## src/logic/glb_param_pkg.sv

```systemverilog
// ################################################
// Geometry constants of one global buffer bank.
// Import this package wherever widths or sizes of
// the bank words and addresses are needed.
// ################################################

package glb_param_pkg;

    // ################################################
    // Word and byte address geometry
    // ################################################
    localparam int BANK_DATA_WIDTH       = 64;  // Bits in one bank word
    localparam int BANK_ADDR_WIDTH       = 12;  // Byte address bits inside the bank
    localparam int BANK_ADDR_BYTE_OFFSET = 3;   // Low bits that pick a byte in a word

    // ################################################
    // SRAM array geometry
    // ################################################
    // The word count follows from the byte address space
    localparam int SRAM_DEPTH      = 2 ** (BANK_ADDR_WIDTH - BANK_ADDR_BYTE_OFFSET);
    localparam int SRAM_ADDR_WIDTH = $clog2(SRAM_DEPTH);  // Word address bits

endpackage : glb_param_pkg
```

## src/logic/glb_type_pkg.sv

```systemverilog
// ################################################
// Shared types of the bank design: data, mask and
// address vectors plus the states of the command
// and response handshake machines.
// ################################################

package glb_type_pkg;

    import glb_param_pkg::*;

    // ################################################
    // Vector types
    // ################################################
    typedef logic [BANK_DATA_WIDTH-1:0] bank_data_t;  // One bank word
    typedef logic [BANK_DATA_WIDTH-1:0] bank_mask_t;  // Bit write mask, a 1 writes the bit
    typedef logic [BANK_ADDR_WIDTH-1:0] bank_addr_t;  // Byte address in the bank
    typedef logic [SRAM_ADDR_WIDTH-1:0] sram_addr_t;  // Word address in the SRAM

    // ################################################
    // Handshake machine states
    // ################################################
    typedef enum logic [1:0] {
        FRONT_IDLE,       // Waiting for a command
        FRONT_ISSUE,      // Access pulse to the bank memory
        FRONT_ACK,        // Command acknowledged, waiting for req low
        FRONT_WAIT_READ   // Read issued, waiting for the response unit
    } front_state_e;

    typedef enum logic [1:0] {
        RET_IDLE,         // No response held
        RET_REQ,          // Response offered to the host
        RET_RELEASE       // Waiting for the host to drop ack
    } return_state_e;

endpackage : glb_type_pkg

```

## src/logic/glb_mem_if.sv

```systemverilog
// ################################################
// Memory access bundle between the command front
// end, the bank memory and the read-return unit.
// Each block connects through its own modport.
// ################################################

interface glb_mem_if
    import glb_type_pkg::*;
();

    logic       ren;       // One-cycle read pulse
    logic       wen;       // One-cycle write pulse
    bank_addr_t addr;      // Byte address of the access
    bank_data_t data_in;   // Write data
    bank_mask_t bit_sel;   // Bit write mask
    bank_data_t data_out;  // Last read word
    logic       busy;      // A read response is still pending

    // Issues accesses and holds off reads while a response is pending
    modport front (
        output ren, wen, addr, data_in, bit_sel,
        input  busy
    );

    // Performs the accesses on the SRAM
    modport mem (
        input  ren, wen, addr, data_in, bit_sel,
        output data_out
    );

    // Picks up read words and reports the pending response
    modport ret (
        input  ren, data_out,
        output busy
    );

endinterface : glb_mem_if

```

## src/logic/glb_req_front.sv

```systemverilog
// ################################################
// Command front end. Runs the four-phase command
// handshake with the host, latches the command and
// issues one access pulse per command. Reads are
// acknowledged once the read-return unit holds the
// response, so only one read is ever outstanding.
// ################################################

module glb_req_front
    import glb_type_pkg::*;
(
    input  logic       clk,
    input  logic       reset,
    input  logic       cmd_req,      // Host command request
    input  logic       cmd_wen,      // High for a write, low for a read
    input  bank_addr_t cmd_addr,     // Byte address
    input  bank_data_t cmd_data,     // Write data
    input  bank_mask_t cmd_bit_sel,  // Bit write mask
    output logic       cmd_ack,      // Command acknowledge
    glb_mem_if.front   mem
);

    front_state_e state;     // Command machine state
    logic         op_wen_q;  // Latched operation, high for a write
    bank_addr_t   addr_q;    // Latched address
    bank_data_t   data_q;    // Latched write data
    bank_mask_t   mask_q;    // Latched write mask
    logic         accept;    // A command is taken this cycle

    // Reads wait for the response path to be free, writes may overlap a held response
    assign accept = (state == FRONT_IDLE) && cmd_req && (cmd_wen || !mem.busy);

    // ################################################
    // Command handshake machine
    // ################################################
    always_ff @(posedge clk or posedge reset) begin
        if (reset) begin
            state   <= FRONT_IDLE;
            cmd_ack <= 1'b0;
        end else begin
            case (state)
                FRONT_IDLE: begin
                    if (accept) begin
                        state <= FRONT_ISSUE;  // Pulse goes out on the next cycle
                    end
                end
                FRONT_ISSUE: begin
                    if (op_wen_q) begin
                        state   <= FRONT_ACK;  // Write is done at this edge
                        cmd_ack <= 1'b1;
                    end else begin
                        state <= FRONT_WAIT_READ;  // Wait for the response to be held
                    end
                end
                FRONT_WAIT_READ: begin
                    if (mem.busy) begin
                        state   <= FRONT_ACK;  // Response captured, release the host
                        cmd_ack <= 1'b1;
                    end
                end
                FRONT_ACK: begin
                    if (!cmd_req) begin
                        state   <= FRONT_IDLE;  // Four-phase return to zero
                        cmd_ack <= 1'b0;
                    end
                end
                default: begin
                    state   <= FRONT_IDLE;
                    cmd_ack <= 1'b0;
                end
            endcase
        end
    end

    // ################################################
    // Command payload
    // ################################################
    always_ff @(posedge clk) begin
        if (accept) begin
            op_wen_q <= cmd_wen;
            addr_q   <= cmd_addr;
            data_q   <= cmd_data;
            mask_q   <= cmd_bit_sel;
        end
    end

    // One pulse in the issue state, only one of the two is ever high
    assign mem.ren     = (state == FRONT_ISSUE) && !op_wen_q;
    assign mem.wen     = (state == FRONT_ISSUE) && op_wen_q;
    assign mem.addr    = addr_q;
    assign mem.data_in = data_q;
    assign mem.bit_sel = mask_q;

endmodule : glb_req_front

```

## src/flat_wrapper.sv

```systemverilog
// flat-port wrapper written by rule: the top's interface ports become plain ports
module glb_req_front_flat import glb_type_pkg::*;
  (clk, reset, cmd_req, cmd_wen, cmd_addr, cmd_data, cmd_bit_sel, cmd_ack, mem_ren, mem_wen, mem_addr, mem_data_in, mem_bit_sel, mem_busy);
  glb_mem_if mem_i ();
  input  logic clk;
  input  logic reset;
  input  logic cmd_req;
  input  logic cmd_wen;
  input  bank_addr_t cmd_addr;
  input  bank_data_t cmd_data;
  input  bank_mask_t cmd_bit_sel;
  output logic cmd_ack;
  output wire logic [$bits(mem_i.ren)-1:0] mem_ren;
  output wire logic [$bits(mem_i.wen)-1:0] mem_wen;
  output wire logic [$bits(mem_i.addr)-1:0] mem_addr;
  output wire logic [$bits(mem_i.data_in)-1:0] mem_data_in;
  output wire logic [$bits(mem_i.bit_sel)-1:0] mem_bit_sel;
  input wire logic [$bits(mem_i.busy)-1:0] mem_busy;
  assign mem_ren = mem_i.ren;
  assign mem_wen = mem_i.wen;
  assign mem_addr = mem_i.addr;
  assign mem_data_in = mem_i.data_in;
  assign mem_bit_sel = mem_i.bit_sel;
  assign mem_i.busy = mem_busy;
  glb_req_front u_core (.clk(clk), .reset(reset), .cmd_req(cmd_req), .cmd_wen(cmd_wen), .cmd_addr(cmd_addr), .cmd_data(cmd_data), .cmd_bit_sel(cmd_bit_sel), .cmd_ack(cmd_ack), .mem(mem_i));
endmodule
```

## config.mk

```make
export PLATFORM = sky130hd
export DESIGN_NAME = glb_req_front_flat
export DESIGN_NICKNAME = d
export VERILOG_FILES = /design/src/logic/glb_param_pkg.sv /design/src/logic/glb_type_pkg.sv /design/src/logic/glb_mem_if.sv /design/src/logic/glb_req_front.sv /design/src/flat_wrapper.sv
export SDC_FILE = /design/constraint.sdc
export NUM_CORES = 1
export LEC_CHECK = 0
export ABC_AREA = 1
export BUFFER_PORTS_ARGS = -buffer_cell sky130_fd_sc_hd__buf_4
export CAP_MARGIN = 30
export CORE_AREA = 2 2 110 112
export CTS_CLUSTER_SIZE = 8
export DETAILED_ROUTE_END_ITERATION = 8
export DIE_AREA = 0 0 112 114
export PLACE_DENSITY = 0.74
export SLEW_MARGIN = 40
export SYNTH_ARGS = -nofsm -noshare
export SYNTH_HDL_FRONTEND = slang
export SYNTH_SLANG_ARGS = --single-unit
```

## constraint.sdc

```tcl
create_clock -name clk -period 4.3 [get_ports clk]
set_input_delay 0.645 -clock clk [delete_from_list [all_inputs] [get_ports clk]]
set_output_delay 0.645 -clock clk [all_outputs]
set_load 0.01 [all_outputs]
```

==> flow_summary.yaml <==
sta:
  fin_worst_skew_ps: 6.84
  fin_setup_tns_ps: 0
  tightest_slew_ps: 819
  slew_headroom: 0.454
  final-max-slew-violation-count: 0
  hold_viol: 0
  finalCriticalPeriod_ps: 2280
  layout_worst_path_cycle_share: 0.531
  rsz0062_at_grt: "false"
  finalSetupViolCount: 0
  fmax_mhz: 438
detailed_routing:
  post_drt_wl_per_cell_um: 17.1
  drt_iter0_markers: 117
  first_pass_iters: 4
  route.final.wire_length_um: 10900
  drc: 0
  via_per_inst: 4.38
  ant_nets: 0
  dr_total_vias: 2781
worst_setup_path:
  cp_slowest_cell: "inv_6"
  worstSetupEndpointType: "flop"
  startpoint_type: "flop"
  critical_path.top_delay_family: "buffers and inverters"
  worstPathRequired_ps: 4370
  reg2reg_depth: 6
  slowest_delay_ps: 600
  worstSetupPathDepth: 6
  arrival_ps: 2360
  criticalPathCategory: "reg2reg"
  path_cells: "inv_1 -> nand2_1 -> nor2_1 -> nand2_1 -> inv_6 -> buf_4"
  crit_buf_inv: 3
  cpMostUsedCell: "nand2_1"
  crit_fanout: 92
run:
  maxCapViolations: 0
global_route:
  track_usage: 0.165
  antenna_found_initial: 0
  grt_overflow: 0
  grt_pass1_wl_um: 15400
  grt_pass1_vias: 2835
  grt_start_max_net_pins: 93
cells_and_area:
  utilization: 0.629
  fin_nets: 620
  drive_gt1_frac: 0.658
  design_area_sq_um: 7360
  fillers: 882
  n_antenna_cell: 0
  areaGrowthSynthToFinish_pct: 66.9
die:
  dieWidth_um: 112
  rows: 40
  initial_core_util: 0.377
  io_pins: 288
  dieHeight_um: 114
  core_area_sq_um: 11700
  die-area_sq_um: 12800
clock_tree:
  cts_htree_levels: 4
  path_clk_slew_ps: 60
  clk_path_buf_depth: 2
  cts_resized: 0
  holdBufCountCts: 0
  postCtsSetupBuffers: 0
  cts.sinks: 144
  cts_buffers: 17
  clockRootBuffer: "clkbuf_16"
  tritoncts: "yes"
  clk_latency_ps: 400
power:
  p_leak_uw: 0.00310
  peakVddDrop_mv: 0.460
  p_per_area_nw_per_um2: 556
min_path:
  min_path_type: "in2async"
place:
  gp_congestion: 0.742
  hpwlAfterDp_um: 8310
  post_dp_cell_area_sq_um: 6770
  io_buffers: 287
yosys:
  seq_area_frac_synth: 0.977
  syn-num-nets: 312
  synth_cells: 167
  synth-seq-cells: 144
  synth.avg_cell_area_sq_um: 26.4
  synth_warnings: 0
  synthDistinctLibCells: 9
  syn_area_sq_um: 4410
run_status:
  status: "complete, no violations"
==> synthesized netlist by cell type (all sizes together) <==
cell type	n	area (sq um)
inv	6	22.5
nand3	4	25.0
or2	1	6.26
dfrtp	3	75.1
edfxtp	141	4230
o211ai	1	7.51
nor2	3	11.3
nand2	8	30.0
==> where the power goes <==
group          switching, uW  internal [uW]
logic                    369            345
clock network            540            914
registers               78.7           1850
==> state kept, by name, summed over array words and instances, names as in the netlist <==
name / cells
u_core.mem.addr: 12
u_core.state: 2
u_core.mem.data_in: 64
u_core.mem.bit_sel: 64
u_core.cmd_ack: 1
u_core.op_wen_q: 1
==> cell type report <==
| cell class | instances | area [sq um] | area share |
|---|---|---|---|
| multi-input cells | 17 | 80.1 | 0.0109 |
| clock inverters | 13 | 161 | 0.0219 |
| inverters | 6 | 27.5 | 0.00374 |
| flip-flops and latches | 144 | 4310 | 0.585 |
| well taps | 147 | 184 | 0.0250 |
| repair buffers | 289 | 2170 | 0.295 |
| clock buffers | 19 | 433 | 0.0588 |
==> path summary, 6_finish.rpt <==
check | to | slack, ps | start
setup / recovery | u_core.mem.data_in[14] | 2020 | u_core.state[0]
hold / removal | u_core.state[0] | 120 | reset
setup reg to reg | u_core.mem.data_in[14] | 2020 | u_core.state[0]
max in group asynchronous | u_core.cmd_ack | 4040 | reset
min in group clk | u_core.mem.bit_sel[40] | 410 | cmd_bit_sel[40]
hold reg to reg | u_core.cmd_ack | 480 | u_core.cmd_ack
==> metal layers <==
metal	GRT usage	up-vias	wire length, um
met2	0.274	159	5720
met4	0.0772	0	230
met5	0	-	0
li1	-	1278	-
met3	0.0632	19	1010
met1	0.190	1325	3920
==> stage by stage <==
stage               power (uW)  cells  setup WS [ps]  hold slack (ps)
floorplan                 2220    167            220              399
global placement          2650    603           1870              465
detailed placement        2680    603           1820              472
CTS                       4140    635           2010              106
global route              4260    635           1890              103
finish                    4090    635           2020              116
==> cell usage in the layout, fill, tap and decap left out <==
cell,Yosys,routed
clkinvlp_4,0,1
clkinv_2,0,4
inv_1,6,5
nand2_1,8,8
clkbuf_16,0,17
nand3_2,1,1
or2_1,1,1
inv_6,0,3
clkinv_4,0,3
buf_4,0,289
nand3_1,3,3
o211ai_1,1,1
edfxtp_1,141,141
bufinv_16,0,3
nor2_1,3,3
clkbuf_1,0,2
dfrtp_1,3,3
==> cell families after synthesis <==
kind of cell	share of synthesized area
buffers and inverters	0.00510
and+or+nand+nor	0.0164
DFF	0.977
AOI/OAI and AO/OA	0.00170
Note: power is estimated with default switching activity, not from simulation.
