--- src/logic/glb_param_pkg.sv ---
// ################################################
// Geometry constants of one global buffer bank.
// Import this package wherever widths or sizes of
// the bank words and addresses are needed.
// ################################################

package glb_param_pkg;

    // ################################################
    // Word and byte address geometry
    // ################################################
    localparam int BANK_DATA_WIDTH       = 64;  // Bits in one bank word
    localparam int BANK_ADDR_WIDTH       = 12;  // Byte address bits inside the bank
    localparam int BANK_ADDR_BYTE_OFFSET = 3;   // Low bits that pick a byte in a word

    // ################################################
    // SRAM array geometry
    // ################################################
    // The word count follows from the byte address space
    localparam int SRAM_DEPTH      = 2 ** (BANK_ADDR_WIDTH - BANK_ADDR_BYTE_OFFSET);
    localparam int SRAM_ADDR_WIDTH = $clog2(SRAM_DEPTH);  // Word address bits

endpackage : glb_param_pkg
--- src/logic/glb_type_pkg.sv ---
// ################################################
// Shared types of the bank design: data, mask and
// address vectors plus the states of the command
// and response handshake machines.
// ################################################

package glb_type_pkg;

    import glb_param_pkg::*;

    // ################################################
    // Vector types
    // ################################################
    typedef logic [BANK_DATA_WIDTH-1:0] bank_data_t;  // One bank word
    typedef logic [BANK_DATA_WIDTH-1:0] bank_mask_t;  // Bit write mask, a 1 writes the bit
    typedef logic [BANK_ADDR_WIDTH-1:0] bank_addr_t;  // Byte address in the bank
    typedef logic [SRAM_ADDR_WIDTH-1:0] sram_addr_t;  // Word address in the SRAM

    // ################################################
    // Handshake machine states
    // ################################################
    typedef enum logic [1:0] {
        FRONT_IDLE,       // Waiting for a command
        FRONT_ISSUE,      // Access pulse to the bank memory
        FRONT_ACK,        // Command acknowledged, waiting for req low
        FRONT_WAIT_READ   // Read issued, waiting for the response unit
    } front_state_e;

    typedef enum logic [1:0] {
        RET_IDLE,         // No response held
        RET_REQ,          // Response offered to the host
        RET_RELEASE       // Waiting for the host to drop ack
    } return_state_e;

endpackage : glb_type_pkg

--- src/logic/glb_mem_if.sv ---
// ################################################
// Memory access bundle between the command front
// end, the bank memory and the read-return unit.
// Each block connects through its own modport.
// ################################################

interface glb_mem_if
    import glb_type_pkg::*;
();

    logic       ren;       // One-cycle read pulse
    logic       wen;       // One-cycle write pulse
    bank_addr_t addr;      // Byte address of the access
    bank_data_t data_in;   // Write data
    bank_mask_t bit_sel;   // Bit write mask
    bank_data_t data_out;  // Last read word
    logic       busy;      // A read response is still pending

    // Issues accesses and holds off reads while a response is pending
    modport front (
        output ren, wen, addr, data_in, bit_sel,
        input  busy
    );

    // Performs the accesses on the SRAM
    modport mem (
        input  ren, wen, addr, data_in, bit_sel,
        output data_out
    );

    // Picks up read words and reports the pending response
    modport ret (
        input  ren, data_out,
        output busy
    );

endinterface : glb_mem_if

--- src/logic/glb_read_return.sv ---
// ################################################
// Read-return unit. Captures the word that the bank
// memory returns for each read and offers it to the
// host over the four-phase response handshake.
// busy stays high from capture until the host has
// released the handshake.
// ################################################

module glb_read_return
    import glb_type_pkg::*;
(
    input  logic       clk,
    input  logic       reset,
    glb_mem_if.ret     mem,
    output logic       rsp_req,   // Response request to the host
    input  logic       rsp_ack,   // Host acknowledge
    output bank_data_t rsp_data   // Response word
);

    return_state_e state;   // Response machine state
    logic          ren_d1;  // High in the cycle that carries read data
    bank_data_t    hold_q;  // Captured read word

    // ################################################
    // Response handshake machine
    // ################################################
    always_ff @(posedge clk or posedge reset) begin
        if (reset) begin
            state    <= RET_IDLE;
            ren_d1   <= 1'b0;
            rsp_req  <= 1'b0;
            mem.busy <= 1'b0;
        end else begin
            ren_d1 <= mem.ren;  // Bank memory answers one cycle after ren
            case (state)
                RET_IDLE: begin
                    if (ren_d1) begin
                        state    <= RET_REQ;  // Word is captured at this edge
                        mem.busy <= 1'b1;
                    end
                end
                RET_REQ: begin
                    if (!rsp_req) begin
                        rsp_req <= 1'b1;  // Offer the word one cycle after capture
                    end else if (rsp_ack) begin
                        state   <= RET_RELEASE;
                        rsp_req <= 1'b0;
                    end
                end
                RET_RELEASE: begin
                    if (!rsp_ack) begin
                        state    <= RET_IDLE;  // Handshake back to zero, path is free
                        mem.busy <= 1'b0;
                    end
                end
                default: begin
                    state    <= RET_IDLE;
                    rsp_req  <= 1'b0;
                    mem.busy <= 1'b0;
                end
            endcase
        end
    end

    // Only one read is in flight, so the capture never overwrites a held word
    always_ff @(posedge clk) begin
        if (ren_d1 && (state == RET_IDLE)) begin
            hold_q <= mem.data_out;
        end
    end

    assign rsp_data = hold_q;  // Stable for the whole handshake

endmodule : glb_read_return

--- src/flat_wrapper.sv ---
// flat-port wrapper written by rule: the top's interface ports become plain ports
module glb_read_return_flat import glb_type_pkg::*;
  (clk, reset, rsp_req, rsp_ack, rsp_data, mem_ren, mem_data_out, mem_busy);
  glb_mem_if mem_i ();
  input  logic clk;
  input  logic reset;
  output logic rsp_req;
  input  logic rsp_ack;
  output bank_data_t rsp_data;
  input wire logic [$bits(mem_i.ren)-1:0] mem_ren;
  input wire logic [$bits(mem_i.data_out)-1:0] mem_data_out;
  output wire logic [$bits(mem_i.busy)-1:0] mem_busy;
  assign mem_i.ren = mem_ren;
  assign mem_i.data_out = mem_data_out;
  assign mem_busy = mem_i.busy;
  glb_read_return u_core (.clk(clk), .reset(reset), .mem(mem_i), .rsp_req(rsp_req), .rsp_ack(rsp_ack), .rsp_data(rsp_data));
endmodule
--- config.mk ---
export PLATFORM = sky130hd
export DESIGN_NAME = glb_read_return_flat
export DESIGN_NICKNAME = d
export VERILOG_FILES = /design/src/logic/glb_param_pkg.sv /design/src/logic/glb_type_pkg.sv /design/src/logic/glb_mem_if.sv /design/src/logic/glb_read_return.sv /design/src/flat_wrapper.sv
export SDC_FILE = /design/constraint.sdc
export NUM_CORES = 1
export LEC_CHECK = 0
export ABC_AREA = 1
export ABC_CLOCK_PERIOD_IN_PS = 5200
export BUFFER_PORTS_ARGS = -buffer_cell sky130_fd_sc_hd__buf_2
export CAP_MARGIN = 25
export CORE_ASPECT_RATIO = 1.75
export CORE_MARGIN = 4
export CORE_UTILIZATION = 45
export CTS_BUF_LIST = sky130_fd_sc_hd__clkbuf_8 sky130_fd_sc_hd__clkbuf_16
export CTS_CLUSTER_DIAMETER = 60
export DETAILED_ROUTE_END_ITERATION = 16
export PLACE_DENSITY = 0.84
export SLEW_MARGIN = 25
export SYNTH_ARGS = -nofsm -noshare
export SYNTH_HDL_FRONTEND = slang
export SYNTH_SLANG_ARGS = --single-unit
--- constraint.sdc ---
create_clock -name clk -period 5.2 [get_ports clk]
set_clock_uncertainty 0.05 [all_clocks]
set_input_delay 1.04 -clock clk [delete_from_list [all_inputs] [get_ports clk]]
set_output_delay 1.04 -clock clk [all_outputs]
set_load 0.01 [all_outputs]
==> qor.csv, run 1 <==
metric;value;unit
cts_hold_buf;0;
die_w;60.0;um
areaGrowthSynthToFinish;41.7;%
synth_fp_nets;156;
worst_slew_pin_slew;0.545;ns
cts_resized;0;
cp.required;5.11;ns
drive_gt1_frac;0.618;
syn-cell-area;2130;um2
yosysTopAreaCell;edfxtp_1;
p_leak;0.00134;uW
synth.avg_cell_area;24.2;um2
design_area;3020;um2
wl_per_cell;16.3;um
pre_cts_ws;3.18;ns
worstSetupPathType;register to register;
status;finished clean;
drt-total-wl;4710;um
synthTopCellsByArea;edfxtp_1, dfrtp_1, nand2_1;
yosys.cell_types.count;10;
power.density;468;nW/um2
grt_max_degree;38;
core-area;4480;um2
wl_met1;1440;um
final_cells;289;
min_period_over_period;0.387;
hold_violations;0;
num_antenna_cells;0;
post-cts-setup-buffers;0;
slew_headroom;0.636;
crit_path_end_kind;register;
vdd_drop_max;366;uV
yosysTopAreaCellShare;0.901;
clock-sinks;69;
holdWs;0.422;ns
pin_count;134;
max_clock_freq;496;MHz
placed_cell_area;2870;um2
grt_pass1_vias;1449;
clk-insertion-delay-late;0.32;ns
drv_slew;0;
netlist_instances;88;
io_buffer_count;133;
drt_iter0_markers;34;
seq_area_frac_synth;0.960;
ys_warn_count;0;
viasPerCell;4.49;
cts.clk_slew.worst_paths;0.06;ns
met3_length;388;um
dr.max_layer_used;met4;
gr-total-overflow;0;
ys_seq_elements;69;
grt_pass1_wl;7080;um
worst-path-max-fanout;37;
cts-htree-levels;3;
period_needed;2.01;ns
finalWorstSetupSlack;3.19;ns
hp-class;register to register;
rows;32;
initial_core_util;0.475;
setup_tns;0;ns
post-dp-hpwl;3710;um
place.gp.congestion;0.747;
clockRootBuffer;clkbuf_8;
wl_met2;2720;um
vias;1298;
cts.path.max_buffers;2;
antenna_found_initial;0;
drc;0;
final_nets;301;
maxCapViolCount;0;
grt_usage;0.171;
cp.arrival;1.93;ns
dp_cells;273;
finalSetupViolCount;0;
dr.pass1.iters;4;
cts-buffers-inserted;9;
cts_tree;done;
start_kind;register;
die_y;99.1;um
ant_nets;0;
dieArea;5950;um2
rsz0062_at_grt;false;
report_power, final:
part | switching [uW] | internal [uW]
clock network | 167 | 162
registers | 36.0 | 761
logic | 185 | 101
total | 388 | 1020
placed cells by master, fill, tap and decap left out, drive strengths merged:
master / instances
buf: 134
clkbuf: 9
clkinv: 3
dfrtp: 5
edfxtp: 64
inv: 9
nand2: 9
nand3: 2
nand4: 1
nor2: 1
o21bai: 1
state kept, by name, indices dropped and copies added, names as in the netlist:
register and count:
u_core.rsp_data 64, u_core.state 2, u_core.mem.busy 1, u_core.ren_d1 1
u_core.rsp_req 1
Yosys cell counts:
library cell / count
edfxtp_1: 64
dfrtp_1: 5
nor2_1: 1
nand2_1: 9
nand3_1: 1
inv_2: 1
inv_1: 4
o21bai_1: 1
nand3_2: 1
nand4_1: 1
critical path, stage by stage (launching register included):
cell and delay (ns):
dfrtp_1 0.43, nor2_1 0.12, nand2_1 0.10, inv_2 0.42, buf_4 0.51
metrics by stage:
| stage | utilization | total power, uW |
|---|---|---|
| 2_1_floorplan | - | 951 |
| 3_3_place_gp | 0.640 | 1090 |
| 3_5_place_dp | 0.640 | 1100 |
| 4_1_cts | 0.674 | 1430 |
| 5_1_grt | 0.674 | 1500 |
| 6_report | 0.674 | 1410 |
cell type report:
class	instances	area, um2
multi-input combinational	14	66.3
sequential	69	2050
clock buffer	9	124
tap	51	63.8
timing repair buffer	134	673
inverter	5	18.8
clock inverter	7	27.5
fill	354	1460
cell families after synthesis:
family / Yosys count / share of synthesized area
flops: 69 / 0.960
buf+inv: 5 / 0.00880
compound gates: 1 / 0.00352
simple gates: 13 / 0.0276
final timing paths:
kind / cells after the start / endpoint / from / slack [ns]
setup / recovery: 4 / u_core.rsp_data[49] / u_core.state[0] / 3.19
hold / removal: 2 / u_core.mem.busy / u_core.mem.busy / 0.42
setup reg to reg: 4 / u_core.rsp_data[49] / u_core.state[0] / 3.19
hold reg to reg: 2 / u_core.mem.busy / u_core.mem.busy / 0.42
max in group asynchronous: 2 / u_core.ren_d1 / reset / 4.38
min in group asynchronous: 2 / u_core.mem.busy / reset / 0.56
layer usage:
layer / GRT usage / up-vias
met5: 0 / -
met3: 0.0590 / 13
met4: 0.108 / 0
met1: 0.161 / 603
met2: 0.299 / 59
li1: - / 623
No activity file was read; power rests on OpenSTA's default activity.
==> run 2, diff against run 1 <==
--- a/config.mk
+++ b/config.mk
@@ -6,16 +6,16 @@
 export NUM_CORES = 1
 export LEC_CHECK = 0
 export ABC_AREA = 1
-export ABC_CLOCK_PERIOD_IN_PS = 5200
+export ABC_CLOCK_PERIOD_IN_PS = 1700
 export BUFFER_PORTS_ARGS = -buffer_cell sky130_fd_sc_hd__buf_2
 export CAP_MARGIN = 25
 export CORE_ASPECT_RATIO = 1.75
 export CORE_MARGIN = 4
-export CORE_UTILIZATION = 45
+export CORE_UTILIZATION = 37
 export CTS_BUF_LIST = sky130_fd_sc_hd__clkbuf_8 sky130_fd_sc_hd__clkbuf_16
 export CTS_CLUSTER_DIAMETER = 60
 export DETAILED_ROUTE_END_ITERATION = 16
-export PLACE_DENSITY = 0.84
+export PLACE_DENSITY = 0.74
 export SLEW_MARGIN = 25
 export SYNTH_ARGS = -nofsm -noshare
 export SYNTH_HDL_FRONTEND = slang
==> constraint.sdc (replaced) <==
create_clock -name clk -period 1.7 [get_ports clk]
set_clock_uncertainty 0.05 [all_clocks]
set_input_delay 0.34 -clock clk [delete_from_list [all_inputs] [get_ports clk]]
set_output_delay 0.34 -clock clk [all_outputs]
set_load 0.01 [all_outputs]
==> run 2 against run 1 <==
- core utilization shrank 12 points
- non-clock buffer count increased by 3
- maximum frequency grew 39%
- largest cell class unchanged
==> qor.csv, run 2 (same netlist as run 1, synthesis figures left out) <==
metric;value;unit;change
cp.required;1.66;ns;-3.45 ns
final_nets;304;;+1.0%
worst-path-max-fanout;23;;-38%
vdd_drop_max;750;uV;+110%
die_w;65.4;um;+8.9%
fin_util;0.558;;-0.116
setup_tns;0;ns;unchanged
grt_usage;0.139;;-0.0328
p_int;3270;uW;+220%
areaGrowthSynthToFinish;46.1;%;
drt-total-wl;4760;um;+1.0%
period_needed;1.45;ns;-0.563 ns
crit_path_end_kind;register;;
post-dp-hpwl;3810;um;+2.5%
dieArea;7090;um2;+19%
viasPerCell;4.13;;-8.1%
cts_resized;0;;unchanged
gr-total-overflow;0;;unchanged
vias;1309;;+0.85%
cts-buffers-inserted;9;;unchanged
maxCapViolCount;0;;unchanged
min_period_over_period;0.854;;+0.466
placed_cell_area;2930;um2;+2.2%
clockRootBuffer;clkbuf_8;;
drc;0;;unchanged
io_buffer_count;133;;unchanged
worstSetupPathType;register to register;;
drive_gt1_frac;0.631;;+0.0131
crit_slowest_cell;dfrtp_1;;
design_area;3110;um2;+3.1%
initial_core_util;0.382;;-0.0937
pre_cts_ws;0.253;ns;-2.93 ns
largest_reg_flops;64;;unchanged
cts_tree;done;;
dr.pass1.iters;2;;-2
rsz0062_at_grt;false;;
hp-class;input pin to register;;
clock-sinks;69;;unchanged
max_clock_freq;689;MHz;+39%
core-area;5590;um2;+25%
pin_count;134;;unchanged
num_antenna_cells;0;;unchanged
p_seq_frac;0.544;;-0.020
start_kind;register;;
cts.path.max_buffers;2;;unchanged
crit_chain;nor2_1, nand2_1, clkinvlp_4, buf_4;;
drt_iter0_markers;44;;+29%
finalSetupViolCount;0;;unchanged
max_stage_delay;0.42;ns;-0.09 ns
status;finished clean;;
finalWorstSetupSlack;0.248;ns;-2.94 ns
worst_slew_pin_slew;0.285;ns;-0.261 ns
hold_violations;0;;unchanged
grt_max_degree;25;;-34%
cts_hold_buf;1;;+1
reg2reg_setup_slack;0.25;ns;-2.94 ns
drv_slew;0;;unchanged
clk-insertion-delay-late;0.33;ns;about the same
comb_power_share;0.208;;+0.005
cts-htree-levels;3;;unchanged
place.gp.congestion;0.709;;-5.1%
power.density;1440;nW/um2;+210%
antenna_found_initial;1;;+1
p_leak;0.00137;uW;+1.7%
cp.arrival;1.41;ns;-0.52 ns
post-cts-setup-buffers;0;;unchanged
grt_pass1_vias;1255;;-13%
mostFrequentLayoutCell;buf_2;;
grt_pass1_wl;6620;um;-6.4%
final_cell_mix;buf_2, edfxtp_1, clkbuf_8;;
slew_headroom;0.810;;+0.174
wl_per_cell;15.0;um;-7.9%
switching_share;0.270;;-0.00484
ant_nets;0;;unchanged
p_sw;1210;uW;+210%
die_y;108;um;+9.5%
cts.clk_slew.worst_paths;0.06;ns;about the same
rows;36;;+13%
p_clk_frac;0.249;;+0.016
run 2: layout make-up:
cell class | instances | area, um2
well taps | 76 | 95.1
repair buffers | 137 | 711
inverters | 5 | 22.5
multi-input cells | 14 | 66.3
clock inverters | 5 | 21.3
flip-flops and latches | 69 | 2050
clock buffers | 11 | 151
fillers | 479 | 2470
run 2: final timing paths:
kind                                       from                  end  depth (start not counted)
min in group asynchronous                 reset      u_core.state[0]                          3
worst min register to register  u_core.mem.busy      u_core.mem.busy                          2
worst max-delay path            u_core.state[1]  u_core.rsp_data[29]                          4
worst max register to register  u_core.state[1]  u_core.rsp_data[29]                          4
worst min-delay path                    mem_ren        u_core.ren_d1                          1
max in group asynchronous                 reset        u_core.ren_d1                          3
run 2: through the flow:
stage          hold WS, ns  cells  power [uW]
6_report            0.0702    317        4470
5_1_grt             0.0509    317        4720
4_1_cts             0.0442    317        4550
3_5_place_dp         0.188    300        3420
3_3_place_gp         0.184    300        3380
2_1_floorplan       0.0685     88        2910
run 2: layer usage:
| metal | up-vias | global-route usage | share of wire |
|---|---|---|---|
| met3 | 16 | 0.0634 | 0.088 |
| met1 | 606 | 0.122 | 0.30 |
| met2 | 55 | 0.239 | 0.58 |
| li1 | 630 | - | - |
| met5 | - | 0 | 0.0025 |
| met4 | 2 | 0.104 | 0.033 |
run 2: power groups by stage:
stage                     Clock, uW  Combinational (uW)  Sequential (uW)
after floorplan                   0                 237             2670
after global placement            0                 930             2450
after detailed placement          0                 947             2470
after CTS                      1160                 950             2440
after global routing           1230                1010             2470
final                          1110                 929             2430
run 2: worst max-delay path, delay by kind of cell, from the launching register on:
kind          cells  cell delay (ns)
buf+inv           2             0.42
simple gates      2             0.23
flops             1             0.42
==> run 3, diff against run 2 <==
--- a/config.mk
+++ b/config.mk
@@ -9,13 +9,17 @@
 export ABC_CLOCK_PERIOD_IN_PS = 1700
 export BUFFER_PORTS_ARGS = -buffer_cell sky130_fd_sc_hd__buf_2
 export CAP_MARGIN = 25
+export CELL_PAD_IN_SITES_DETAIL_PLACEMENT = 1
+export CELL_PAD_IN_SITES_GLOBAL_PLACEMENT = 1
 export CORE_ASPECT_RATIO = 1.75
 export CORE_MARGIN = 4
-export CORE_UTILIZATION = 37
+export CORE_UTILIZATION = 30
 export CTS_BUF_LIST = sky130_fd_sc_hd__clkbuf_8 sky130_fd_sc_hd__clkbuf_16
 export CTS_CLUSTER_DIAMETER = 60
 export DETAILED_ROUTE_END_ITERATION = 16
-export PLACE_DENSITY = 0.74
+export GPL_TIMING_DRIVEN = 1
+export PLACE_DENSITY = 0.75
+export SETUP_SLACK_MARGIN = 0.5
 export SLEW_MARGIN = 25
 export SYNTH_ARGS = -nofsm -noshare
 export SYNTH_HDL_FRONTEND = slang
==> run 3 against run 2 <==
- hold slack improved by 0.010 ns
- clock-buffer cell count is 2 lower
- maximum frequency rose by 2.7%
- clock power grew 38%
- sequential share of layout area shrank 6.9 points
- sequential cell count stayed put
- first-iteration DRC count fell by 16%
- critical path type unchanged
- critical endpoint is now u_core.rsp_data[47]
- largest power group unchanged
==> qor.csv, run 3 (same netlist as run 1, synthesis figures left out) <==
metric;value;unit;change
status;finished clean;;
grt_pass1_wl;8410;um;+27%
start_kind;register;;
fin_util;0.504;;-0.0536
cp-startpoint;u_core.state[0];;
die_w;71.7;um;+9.7%
power.density;1570;nW/um2;+9.4%
setup_tns;0;ns;unchanged
crit_path_end_kind;register;;
cp.required;1.68;ns;+0.02 ns
met1_usage;0.116;;-0.00621
dieArea;8570;um2;+21%
worstSetupPathType;register to register;;
clockRootBuffer;clkbuf_16;;
drt_iter0_markers;37;;-16%
final_nets;317;;+4.3%
drc;0;;unchanged
slew_headroom;0.875;;+0.0644
viasPerCell;4.20;;+1.7%
cts.path.max_buffers;2;;unchanged
period_needed;1.41;ns;-0.0387 ns
hp-class;input pin to register;;
drt-total-wl;5770;um;+21%
finalSetupViolCount;0;;unchanged
max_clock_freq;708;MHz;+2.7%
ant_nets;0;;unchanged
r2r_end;u_core.rsp_data[47];;
cts-htree-levels;3;;unchanged
grt_pass1_vias;1521;;+21%
clk-insertion-delay-late;0.31;ns;-0.02 ns
final_cell_mix;buf_2, edfxtp_1, clkbuf_16;;
hold_violations;0;;unchanged
p_leak;0.00152;uW;+12%
largest_reg_flops;64;;unchanged
cp.arrival;1.39;ns;-0.02 ns
grt_usage;0.141;;+0.00268
num_antenna_cells;0;;unchanged
drv_slew;0;;unchanged
antenna_found_initial;2;;+1
dr.pass1.iters;4;;+2
cts_tree;done;;
r2r-start;u_core.state[0];;
post-dp-hpwl;4280;um;+12%
vias;1420;;+8.5%
io_buffer_count;133;;unchanged
grtUsageMet3;0.0570;;-0.00641
worst_slew_pin_slew;0.188;ns;-0.0968 ns
clock-sinks;69;;unchanged
grt_max_degree;18;;-28%
worst-path-max-fanout;17;;-26%
initial_core_util;0.309;;-0.0730
rows;40;;+11%
cts.clk_slew.worst_paths;0.05;ns;about the same
p_total;5470;uW;+22%
pin_count;134;;unchanged
cts-buffers-inserted;9;;unchanged
wl_per_cell;17.1;um;+14%
grt_busiest_layer;met2;;
vdd_drop_max;707;uV;-5.7%
die_y;120;um;+10%
maxCapViolCount;0;;unchanged
reg2reg_setup_slack;0.29;ns;+0.04 ns
design_area;3480;um2;+12%
core-area;6910;um2;+24%
placed_cell_area;2950;um2;+0.51%
reg2reg_depth;5;;+1
drive_gt1_frac;0.646;;+0.0150
areaGrowthSynthToFinish;63.3;%;
rsz0062_at_grt;true;;
gr-total-overflow;0;;unchanged
crit_end;u_core.rsp_data[47];;
met2_usage;0.267;;+0.0281
min_period_over_period;0.831;;-0.0228
mostFrequentLayoutCell;buf_2;;
place.gp.congestion;0.747;;+5.2%
-- run 3: changes by cell type in the layout (fill, tap and decap cells not counted), moves of 2 or more --
cell / previous run / this run
buf_16: 0 / 5
clkinv_1: 0 / 2
buf_4: 2 / 5
clkbuf_16: 0 / 10
clkbuf_8: 11 / 0
buf_12: 1 / 5
-- run 3: how the worst min path moves through the flow --
| stage | start | endpoint | depth (start not counted) |
|---|---|---|---|
| finish | mem_ren | u_core.ren_d1 | 1 |
| global placement | reset | u_core.mem.busy | 2 |
| CTS | mem_ren | u_core.ren_d1 | 1 |
| floorplan | reset | u_core.mem.busy | 1 |
| global route | mem_ren | u_core.ren_d1 | 1 |
| detailed placement | reset | u_core.state[0] | 2 |
-- run 3: final cells by class --
type / count / area, um2
Tap cell: 84 / 105
Inverter: 5 / 22.5
Sequential cell: 69 / 2050
Clock inverter: 7 / 27.5
Clock buffer: 9 / 225
Fill cell: 719 / 3430
Timing Repair Buffer: 150 / 982
Multi-Input combinational cell: 14 / 71.3
-- run 3: critical path, stage by stage (launching register included) --
cell	delay, ns
dfrtp_1	0.38
nor2_2	0.15
nand2_2	0.10
clkinvlp_4	0.16
buf_12	0.14
buf_16	0.15
-- run 3: repair_timing --
item,CTS,global route
pin swaps,1,0
gates resized for setup,7,1
endpoints found under the hold margin,5,0
hold buffers,1,0
setup endpoints to repair,130,130
gates cloned,5,1
buffers inserted,6,2
-- run 3: where the power goes --
| part | total (uW) | switching [uW] | leakage, uW | internal [uW] |
|---|---|---|---|---|
| combinational | 1520 | 740 | 0.000725 | 779 |
| clock | 1530 | 581 | 0.000139 | 948 |
| sequential | 2420 | 94.4 | 0.000659 | 2330 |
| total | 5470 | 1420 | 0.00152 | 4060 |
-- run 3: per-layer routing --
| metal | share of wire | vias up | routed length (um) |
|---|---|---|---|
| met3 | 0.064 | 14 | 371 |
| met1 | 0.28 | 688 | 1600 |
| met2 | 0.62 | 55 | 3600 |
| met5 | 0.0036 | - | 21 |
| met4 | 0.031 | 4 | 180 |
| li1 | - | 659 | - |
-- run 3: metrics by stage --
| stage | hold WS [ns] | std cells | setup slack (ns) |
|---|---|---|---|
| after floorplan | 0.0685 | 88 | -0.239 |
| after global placement | 0.188 | 307 | 0.351 |
| after detailed placement | 0.204 | 307 | 0.290 |
| after CTS | 0.0658 | 335 | 0.302 |
| after global routing | 0.0695 | 338 | 0.258 |
| final | 0.0805 | 338 | 0.287 |
